File: src/common/debug_consts.svh
`ifndef DEBUG_CONSTS_SVH
`define DEBUG_CONSTS_SVH

// Memory and register bank sizes seen by the debug unit
`define DBG_IM_DEPTH      256   // Instruction bytes per load
`define DBG_DM_DEPTH      128   // Data memory bytes per dump
`define DBG_RB_DEPTH      32    // Registers per dump

// Bytes in one PC or register word
`define DBG_WORD_BYTES    4

// Command bytes received over the UART
`define DBG_CMD_LOAD      8'd1  // Load instruction memory
`define DBG_CMD_RUN       8'd2  // Continuous execution
`define DBG_CMD_STEP_MODE 8'd3
`define DBG_CMD_SEND_REGS 8'd4
`define DBG_CMD_SEND_MEM  8'd5
`define DBG_CMD_SEND_PC   8'd6
`define DBG_CMD_STEP      8'd7  // One instruction, then full dump
`define DBG_CMD_CONTINUE  8'd8

`endif

File: src/common/debug_pkg.sv
`default_nettype none

`include "debug_consts.svh"

package debug_pkg;

    // Payload widths
    typedef logic [7:0] byte_t;
    typedef logic [8*`DBG_WORD_BYTES-1:0] word_t;

    // Address widths follow the depths
    typedef logic [$clog2(`DBG_IM_DEPTH)-1:0] im_addr_t;
    typedef logic [$clog2(`DBG_DM_DEPTH)-1:0] dm_addr_t;
    typedef logic [$clog2(`DBG_RB_DEPTH)-1:0] rb_addr_t;

    // Byte 0 is the most significant one of a word
    typedef logic [$clog2(`DBG_WORD_BYTES)-1:0] byte_idx_t;

    typedef enum logic [2:0] {
        IDLE,
        LOAD_IM,
        READY,
        RUN,
        STEP_MODE,
        DUMP_PC,
        DUMP_DM,
        DUMP_RB
    } dbg_state_t;

    // Which value a dump streams out
    typedef enum logic [1:0] {
        SRC_PC,
        SRC_DM,
        SRC_RB
    } dump_src_t;

endpackage

`default_nettype wire

File: src/common/dump_ctrl_if.sv
`timescale 1ns/1ps
`default_nettype none

interface dump_ctrl_if;

    // State machine to counter and serializer
    logic                  dump_start;   // One-cycle pulse
    debug_pkg::dump_src_t  dump_src;     // Held until dump_done
    logic                  load_step;    // One pulse per instruction byte written

    // Counter outputs
    debug_pkg::dm_addr_t   word_idx;     // Wide enough for the largest dump
    debug_pkg::byte_idx_t  byte_idx;
    logic                  byte_req;
    logic                  dump_done;
    logic                  load_last;    // Load address at the last location

    // Transmitter done, qualified by a byte in flight
    logic                  byte_sent;

    modport fsm (
        output dump_start, dump_src, load_step,
        input  dump_done, load_last
    );

    modport counter (
        input  dump_start, dump_src, load_step, byte_sent,
        output word_idx, byte_idx, byte_req, dump_done, load_last
    );

    modport serializer (
        input  byte_req, dump_src, byte_idx,
        output byte_sent
    );

endinterface

`default_nettype wire

File: src/debug_unit/debug_fsm.sv
`timescale 1ns/1ps
`default_nettype none

`include "debug_consts.svh"

module debug_fsm (
    input  logic                  i_clock,
    input  logic                  i_reset,
    input  logic                  i_rx_valid,
    input  debug_pkg::byte_t      i_rx_data,
    input  logic                  i_halt,
    dump_ctrl_if.fsm              ctrl,
    output debug_pkg::dbg_state_t o_state,
    output logic                  o_im_we,
    output debug_pkg::byte_t      o_im_data,
    output logic                  o_cpu_enable,
    output logic                  o_step,
    output logic                  o_step_mode,
    output logic                  o_dm_re,
    output logic                  o_rb_re
);

    debug_pkg::dbg_state_t state, next_state;
    debug_pkg::dbg_state_t ret_state, next_ret;    // Where a dump goes back to
    debug_pkg::dump_src_t  src_q, next_src;
    logic                  start_q, start_next;
    logic                  im_we_q;
    debug_pkg::byte_t      im_data_q;
    logic                  step_q, step_next;
    logic                  step_mode_q;

    always_comb begin
        next_state = state;
        next_ret   = ret_state;
        next_src   = src_q;
        start_next = 1'b0;
        step_next  = 1'b0;
        case (state)
            debug_pkg::IDLE: begin
                if (i_rx_valid) begin
                    case (i_rx_data)
                        `DBG_CMD_LOAD:      next_state = debug_pkg::LOAD_IM;
                        `DBG_CMD_STEP_MODE: next_state = debug_pkg::STEP_MODE;
                        `DBG_CMD_SEND_REGS: begin
                            next_state = debug_pkg::DUMP_RB;
                            next_src   = debug_pkg::SRC_RB;
                            next_ret   = debug_pkg::IDLE;
                            start_next = 1'b1;
                        end
                        `DBG_CMD_SEND_MEM: begin
                            next_state = debug_pkg::DUMP_DM;
                            next_src   = debug_pkg::SRC_DM;
                            next_ret   = debug_pkg::IDLE;
                            start_next = 1'b1;
                        end
                        `DBG_CMD_SEND_PC: begin
                            next_state = debug_pkg::DUMP_PC;
                            next_src   = debug_pkg::SRC_PC;
                            next_ret   = debug_pkg::IDLE;
                            start_next = 1'b1;
                        end
                        default: ;  // Unknown codes are dropped
                    endcase
                end
            end
            debug_pkg::LOAD_IM: begin
                if (im_we_q && ctrl.load_last)
                    next_state = debug_pkg::READY;
            end
            debug_pkg::READY: begin
                if (i_rx_valid && i_rx_data == `DBG_CMD_RUN)
                    next_state = debug_pkg::RUN;
                else if (i_rx_valid && i_rx_data == `DBG_CMD_STEP_MODE)
                    next_state = debug_pkg::STEP_MODE;
            end
            debug_pkg::RUN: begin
                if (i_halt)
                    next_state = debug_pkg::IDLE;
            end
            debug_pkg::STEP_MODE: begin
                if (i_rx_valid && i_rx_data == `DBG_CMD_STEP) begin
                    // Step, then dump PC, memory and registers in turn
                    step_next  = 1'b1;
                    next_state = debug_pkg::DUMP_PC;
                    next_src   = debug_pkg::SRC_PC;
                    next_ret   = debug_pkg::STEP_MODE;
                    start_next = 1'b1;
                end else if (i_rx_valid && i_rx_data == `DBG_CMD_CONTINUE) begin
                    next_state = debug_pkg::RUN;
                end
            end
            debug_pkg::DUMP_PC: begin
                if (ctrl.dump_done && ret_state == debug_pkg::STEP_MODE) begin
                    next_state = debug_pkg::DUMP_DM;
                    next_src   = debug_pkg::SRC_DM;
                    start_next = 1'b1;
                end else if (ctrl.dump_done) begin
                    next_state = ret_state;
                end
            end
            debug_pkg::DUMP_DM: begin
                if (ctrl.dump_done && ret_state == debug_pkg::STEP_MODE) begin
                    next_state = debug_pkg::DUMP_RB;
                    next_src   = debug_pkg::SRC_RB;
                    start_next = 1'b1;
                end else if (ctrl.dump_done) begin
                    next_state = ret_state;
                end
            end
            debug_pkg::DUMP_RB: begin
                if (ctrl.dump_done)
                    next_state = ret_state;    // Last dump of a step chain too
            end
            default: next_state = debug_pkg::IDLE;
        endcase
    end

    always_ff @(posedge i_clock) begin
        if (i_reset) begin
            state       <= debug_pkg::IDLE;
            ret_state   <= debug_pkg::IDLE;
            src_q       <= debug_pkg::SRC_PC;
            start_q     <= 1'b0;
            im_we_q     <= 1'b0;
            step_q      <= 1'b0;
            step_mode_q <= 1'b0;
        end else begin
            state     <= next_state;
            ret_state <= next_ret;
            src_q     <= next_src;
            start_q   <= start_next;
            step_q    <= step_next;
            // No write once the last address has gone out
            im_we_q   <= (state == debug_pkg::LOAD_IM) && i_rx_valid &&
                         !(im_we_q && ctrl.load_last);
            if (next_state == debug_pkg::STEP_MODE)
                step_mode_q <= 1'b1;
            else if (next_state == debug_pkg::RUN || next_state == debug_pkg::IDLE)
                step_mode_q <= 1'b0;
        end
    end

    always_ff @(posedge i_clock) begin
        if (state == debug_pkg::LOAD_IM && i_rx_valid)
            im_data_q <= i_rx_data;
    end

    assign ctrl.dump_start = start_q;
    assign ctrl.dump_src   = src_q;
    assign ctrl.load_step  = im_we_q;      // Counter advances after each write

    assign o_state      = state;
    assign o_im_we      = im_we_q;
    assign o_im_data    = im_data_q;
    assign o_cpu_enable = (state == debug_pkg::RUN);
    assign o_step       = step_q;
    assign o_step_mode  = step_mode_q;
    assign o_dm_re      = (state == debug_pkg::DUMP_DM);
    assign o_rb_re      = (state == debug_pkg::DUMP_RB);

endmodule

`default_nettype wire

File: src/debug_unit/dump_counter.sv
`timescale 1ns/1ps
`default_nettype none

`include "debug_consts.svh"

module dump_counter (
    input  logic                i_clock,
    input  logic                i_reset,
    dump_ctrl_if.counter        ctrl,
    output debug_pkg::im_addr_t o_im_addr,
    output debug_pkg::dm_addr_t o_dm_addr,
    output debug_pkg::rb_addr_t o_rb_addr
);

    debug_pkg::im_addr_t  im_addr;
    debug_pkg::dm_addr_t  word_idx;
    debug_pkg::byte_idx_t byte_idx;
    debug_pkg::dm_addr_t  last_word;
    debug_pkg::byte_idx_t last_byte;
    logic                 byte_req;
    logic                 dump_done;

    // Wrap points per source
    always_comb begin
        case (ctrl.dump_src)
            debug_pkg::SRC_PC: begin
                last_word = '0;    // Single word
                last_byte = debug_pkg::byte_idx_t'(`DBG_WORD_BYTES - 1);
            end
            debug_pkg::SRC_DM: begin
                last_word = debug_pkg::dm_addr_t'(`DBG_DM_DEPTH - 1);
                last_byte = '0;    // One byte per address
            end
            default: begin
                last_word = debug_pkg::dm_addr_t'(`DBG_RB_DEPTH - 1);
                last_byte = debug_pkg::byte_idx_t'(`DBG_WORD_BYTES - 1);
            end
        endcase
    end

    always_ff @(posedge i_clock) begin
        if (i_reset) begin
            im_addr   <= '0;
            word_idx  <= '0;
            byte_idx  <= '0;
            byte_req  <= 1'b0;
            dump_done <= 1'b0;
        end else begin
            byte_req  <= 1'b0;
            dump_done <= 1'b0;
            if (ctrl.load_step)
                im_addr <= im_addr + 1'b1;    // Wraps back to 0 after the last byte
            if (ctrl.dump_start) begin
                word_idx <= '0;
                byte_idx <= '0;
                byte_req <= 1'b1;
            end else if (ctrl.byte_sent) begin
                if (byte_idx != last_byte) begin
                    byte_idx <= byte_idx + 1'b1;
                    byte_req <= 1'b1;
                end else if (word_idx != last_word) begin
                    byte_idx <= '0;
                    word_idx <= word_idx + 1'b1;
                    byte_req <= 1'b1;
                end else begin
                    dump_done <= 1'b1;
                end
            end
        end
    end

    assign ctrl.load_last = (im_addr == debug_pkg::im_addr_t'(`DBG_IM_DEPTH - 1));
    assign ctrl.word_idx  = word_idx;
    assign ctrl.byte_idx  = byte_idx;
    assign ctrl.byte_req  = byte_req;
    assign ctrl.dump_done = dump_done;

    assign o_im_addr = im_addr;
    assign o_dm_addr = ctrl.word_idx;
    assign o_rb_addr = debug_pkg::rb_addr_t'(ctrl.word_idx);   // Low bits index the bank

endmodule

`default_nettype wire

File: src/debug_unit/tx_serializer.sv
`timescale 1ns/1ps
`default_nettype none

`include "debug_consts.svh"

module tx_serializer (
    input  logic              i_clock,
    input  logic              i_reset,
    dump_ctrl_if.serializer   ctrl,
    input  debug_pkg::word_t  i_pc_value,
    input  debug_pkg::byte_t  i_dm_data,
    input  debug_pkg::word_t  i_rb_data,
    input  logic              i_tx_done,
    output debug_pkg::byte_t  o_tx_data,
    output logic              o_tx_start
);

    debug_pkg::byte_t sel_byte;
    debug_pkg::byte_t tx_data_q;
    logic             tx_start_q;
    logic             in_flight;    // Start sent, done not yet seen

    // Most significant byte first
    function automatic debug_pkg::byte_t pick_byte(input debug_pkg::word_t word,
                                                   input debug_pkg::byte_idx_t idx);
        int unsigned shift;
        shift = 8 * (`DBG_WORD_BYTES - 1 - int'(idx));
        return debug_pkg::byte_t'(word >> shift);
    endfunction

    always_comb begin
        case (ctrl.dump_src)
            debug_pkg::SRC_PC: sel_byte = pick_byte(i_pc_value, ctrl.byte_idx);
            debug_pkg::SRC_DM: sel_byte = i_dm_data;
            default:           sel_byte = pick_byte(i_rb_data, ctrl.byte_idx);
        endcase
    end

    always_ff @(posedge i_clock) begin
        if (i_reset) begin
            tx_start_q <= 1'b0;
            in_flight  <= 1'b0;
        end else begin
            tx_start_q <= ctrl.byte_req;
            if (ctrl.byte_req)
                in_flight <= 1'b1;
            else if (i_tx_done)
                in_flight <= 1'b0;
        end
    end

    always_ff @(posedge i_clock) begin
        if (ctrl.byte_req)
            tx_data_q <= sel_byte;    // Held for the whole transfer
    end

    assign ctrl.byte_sent = i_tx_done && in_flight;   // Stray done pulses are dropped
    assign o_tx_data      = tx_data_q;
    assign o_tx_start     = tx_start_q;

endmodule

`default_nettype wire

File: src/design/debug_top.sv
`timescale 1ns/1ps
`default_nettype none

module debug_top (
    input  logic                  i_clock,
    input  logic                  i_reset,
    input  logic                  i_rx_valid,
    input  debug_pkg::byte_t      i_rx_data,
    input  logic                  i_halt,
    input  debug_pkg::word_t      i_pc_value,
    input  debug_pkg::byte_t      i_dm_data,
    input  debug_pkg::word_t      i_rb_data,
    input  logic                  i_tx_done,
    output debug_pkg::dbg_state_t o_state,
    output logic                  o_im_we,
    output debug_pkg::byte_t      o_im_data,
    output debug_pkg::im_addr_t   o_im_addr,
    output logic                  o_cpu_enable,
    output logic                  o_step,
    output logic                  o_step_mode,
    output logic                  o_dm_re,
    output debug_pkg::dm_addr_t   o_dm_addr,
    output logic                  o_rb_re,
    output debug_pkg::rb_addr_t   o_rb_addr,
    output debug_pkg::byte_t      o_tx_data,
    output logic                  o_tx_start
);

    dump_ctrl_if u_dump_ctrl ();

    // Command decode and mode control
    debug_fsm u_fsm (
        .i_clock      (i_clock),
        .i_reset      (i_reset),
        .i_rx_valid   (i_rx_valid),
        .i_rx_data    (i_rx_data),
        .i_halt       (i_halt),
        .ctrl         (u_dump_ctrl.fsm),
        .o_state      (o_state),
        .o_im_we      (o_im_we),
        .o_im_data    (o_im_data),
        .o_cpu_enable (o_cpu_enable),
        .o_step       (o_step),
        .o_step_mode  (o_step_mode),
        .o_dm_re      (o_dm_re),
        .o_rb_re      (o_rb_re)
    );

    dump_counter u_counter (
        .i_clock   (i_clock),
        .i_reset   (i_reset),
        .ctrl      (u_dump_ctrl.counter),
        .o_im_addr (o_im_addr),
        .o_dm_addr (o_dm_addr),
        .o_rb_addr (o_rb_addr)
    );

    // Byte stream to the UART transmitter
    tx_serializer u_serializer (
        .i_clock    (i_clock),
        .i_reset    (i_reset),
        .ctrl       (u_dump_ctrl.serializer),
        .i_pc_value (i_pc_value),
        .i_dm_data  (i_dm_data),
        .i_rb_data  (i_rb_data),
        .i_tx_done  (i_tx_done),
        .o_tx_data  (o_tx_data),
        .o_tx_start (o_tx_start)
    );

endmodule

`default_nettype wire

File: config.mk
export PLATFORM = sky130hd
export DESIGN_NAME = debug_top
export DESIGN_NICKNAME = d
export VERILOG_FILES = /design/src/common/debug_pkg.sv /design/src/common/dump_ctrl_if.sv /design/src/debug_unit/debug_fsm.sv /design/src/debug_unit/dump_counter.sv /design/src/debug_unit/tx_serializer.sv /design/src/design/debug_top.sv
export VERILOG_INCLUDE_DIRS = /design/src /design/src/common
export SDC_FILE = /design/constraint.sdc
export NUM_CORES = 1
export LEC_CHECK = 0
export BUFFER_PORTS_ARGS = -buffer_cell sky130_fd_sc_hd__buf_4
export CORE_ASPECT_RATIO = 1.4
export CORE_MARGIN = 2
export CORE_UTILIZATION = 47
export CTS_CLUSTER_DIAMETER = 150
export CTS_CLUSTER_SIZE = 16
export DETAILED_ROUTE_END_ITERATION = 8
export PLACE_DENSITY = 0.81
export REMOVE_ABC_BUFFERS = 1
export SLEW_MARGIN = 30
export SYNTH_ARGS = -nofsm -noshare
export SYNTH_HDL_FRONTEND = slang
export SYNTH_SLANG_ARGS = --single-unit
File: constraint.sdc
create_clock -name i_clock -period 2.76 [get_ports i_clock]
set_clock_uncertainty 0.1 [all_clocks]
set_input_delay 0.414 -clock i_clock [delete_from_list [all_inputs] [get_ports i_clock]]
set_output_delay 0.414 -clock i_clock [all_outputs]
set_load 0.02 [all_outputs]
==> flow_summary.yaml <==
outcome:
  run_status: "finished, final reports clean"
timing:
  rsz_0062_raised_after_global_routing: "no"
  final_hold_viol_count: 0
  relSlewSlack: 0.626
  min_period_over_period: 0.795
  hold-worst-slack_ns: 0.210
  maxClockFrequency_ghz: 0.456
  setup_total_negative_slack_ns: 0
  timing.final.crit_period_ns: 2.19
  timing.final.setup_violations: 0
  worst_pin_slew_ns: 0.555
  report.final.slew_viol_count: 0
cts:
  cts_buffer_depth: 2
  ctsResizeCount: 0
  tritoncts: "built"
  path_clk_slew_ns: 0.09
  cts.root.buffer_cell: "clkbuf_8"
  tritoncts.num_buffers: 5
  cts_hold_buf: 0
  tritoncts_num_sinks: 47
  cts_post_setup_buffers_inserted: 0
  ctsHtreeMaxLevel: 2
  clk-insertion-delay-late_ns: 0.29
routing:
  first_iter_violations: 255
  drt-total-wl_um: 7380
  via_per_inst: 5.59
  residual_antenna_violating_net_count_after_detailed_routing: 0
  drc: 0
  detailroute.via_count: 2589
  detailedRoute.firstPassIterationCount: 4
  wl_per_cell_um: 15.9
power:
  power-per-cell-area_nw_per_um2: 347
  power.ir.vdd_worst_mv: 0.252
  total_leakage_power_nw: 1.66
critical_path:
  crit_path_start_kind: "register"
  critical_path_cell_sequence: "nor2b_1, nand3_1, o21ai_0, a211oi_1, xnor2_1, a211oi_2"
  worst_path_class_setup: "reg2reg"
  capturing_element_type_of_the_critical_path: "register"
  critPathMaxFanout: 12
  timing.critical_path.slowest_stage_cell: "nor2b_1"
  critPathBufInv: 0
  crit_family: "compound AO/OA/AOI/OAI gates"
  crit_arrival_ns: 2.32
  worst-endpoint-required_ns: 2.88
  crit_path_max_incr_delay_ns: 0.46
synthesis:
  netlist-cell-type-count: 48
  yosys_warnings: 0
  syn-cell-area_um2: 2760
  netlist_instances: 272
  post_synth.cell_area_avg_um2: 10.2
  synth-main-ff-cell: "dfxtp_1"
  post_synth_edffs: 16
  synth_seq_area_share: 0.399
  async_flop_share: 0
  synth_seq_cells: 47
global_routing:
  groute.usage.overall: 0.230
  first_global_vias: 2540
  grt_start_max_net_pins: 23
  antenna_found_initial: 0
  total_global_routing_overflow: 0
  grt_first_pass_wirelength_um: 11400
die:
  placement_rows: 33
  chipWidth_um: 68.8
  boundaryPins: 131
  die_h_um: 94.7
  start_util: 0.478
  area_of_the_placeable_core_um2: 5780
  die_area_um2: 6520
cells_and_area:
  fillers: 489
  syn_to_final_growth_pct: 39.9
  number_of_antenna_repair_diodes: 0
  final_nets: 479
  layout.area.seq_um2: 1100
  multi_input_area_um2: 1530
  drive_above_1_share: 0.430
worst_hold_path:
  worstHoldPathType: "in2reg"
placed_design:
  place.gp.congestion: 0.848
  place.detailed.hpwl_um: 5790
  io_buffer_count: 130
run:
  max_cap_viol_count: 0
[path summary, 6_finish.rpt]
kind,from,slack (ns),end,cells after the start
worst max-delay path,u_fsm.o_state[1],0.57,u_fsm.o_step_mode,6
worst min-delay path,i_rx_data[5],0.21,u_fsm.o_im_data[5],1
worst max register to register,u_fsm.o_state[1],0.57,u_fsm.o_step_mode,6
worst min register to register,u_fsm.ctrl.dump_start,0.38,u_counter.ctrl.byte_req,2
[worst register-to-register path, delay by kind of cell, from the launching register on]
family	cells	cell delay (ns)
simple gates	2	0.62
xor+xnor	1	0.17
flops	1	0.45
compound gates	3	0.77
[per-layer routing]
metal,up-vias,routed length [um],share of wire,global-route usage
li1,1251,-,-,-
met1,1216,2810,0.38,0.279
met2,103,3970,0.54,0.389
met3,19,357,0.048,0.0274
met4,0,238,0.032,0.121
met5,-,0,0,0
[cell type report]
cell class | count | area share
Tap cell | 70 | 0.0227
Clock inverter | 2 | 0.00227
Inverter | 5 | 0.00486
Sequential cell | 47 | 0.285
Multi-Input combinational cell | 197 | 0.397
Clock buffer | 6 | 0.0243
Timing Repair Buffer | 136 | 0.264
[synthesized netlist by cell type (6+ instances only)]
library cell  count  area (um^2)
nor2_1           29          109
nand4_1           9         56.3
xor2_1           10         87.6
clkbuf_1         13         48.8
dfxtp_1          31          621
o21ai_0          13         65.1
mux2i_1          16          160
nand2_1          22         82.6
a21oi_1          12         60.1
nand3_1           6         30.0
edfxtp_1         16          480
and3_1            7         43.8
mux4_2           16          360
[metrics by stage]
step	power (mW)	cell area, um^2	util	std cells	worst slack, ns
2_1_floorplan	0.785	2650	-	249	0.504
3_3_place_gp	0.896	3760	0.651	455	0.461
3_5_place_dp	0.901	3760	0.651	455	0.392
4_1_cts	1.35	3860	0.669	463	0.606
5_1_grt	1.39	3860	0.669	463	0.440
6_report	1.34	3860	0.669	463	0.565
[placed cells by master (no fill, tap or decap), drive strengths merged, types with 7 or more instances in the layout]
master,n
o21ai,13
nand2,22
dfxtp,31
xor2,10
and3,7
mux4,16
nor2,30
mux2i,16
nand4,9
a21oi,12
buf,136
edfxtp,16
[state kept, by name, summed over array words and instances, names as in the netlist]
name / cells
u_counter.ctrl.byte_idx: 2
u_counter.ctrl.byte_req: 1
u_counter.ctrl.dump_done: 1
u_counter.ctrl.word_idx: 7
u_counter.o_im_addr: 8
u_fsm.ctrl.dump_src: 2
u_fsm.ctrl.dump_start: 1
u_fsm.ctrl.load_step: 1
u_fsm.o_im_data: 8
u_fsm.o_state: 3
u_fsm.o_step: 1
u_fsm.o_step_mode: 1
u_fsm.ret_state: 1
u_serializer.in_flight: 1
u_serializer.o_tx_data: 8
u_serializer.o_tx_start: 1
[power by group]
group / switching, mW / internal, mW / leakage [nW]
sequential: 0.00211 / 0.715 / 0.393
clock: 0.227 / 0.229 / 0.0538
combinational: 0.0571 / 0.112 / 1.22
[logic make-up after synthesis]
family          Yosys count  share of synthesized area
compound gates           47                      0.123
xor+xnor                 14                     0.0444
fa+ha+maj                 2                    0.00906
buf+inv                  28                     0.0462
flops                    47                      0.399
mux                      32                      0.188
simple gates            102                      0.191
(Power assumes the default switching activity.)
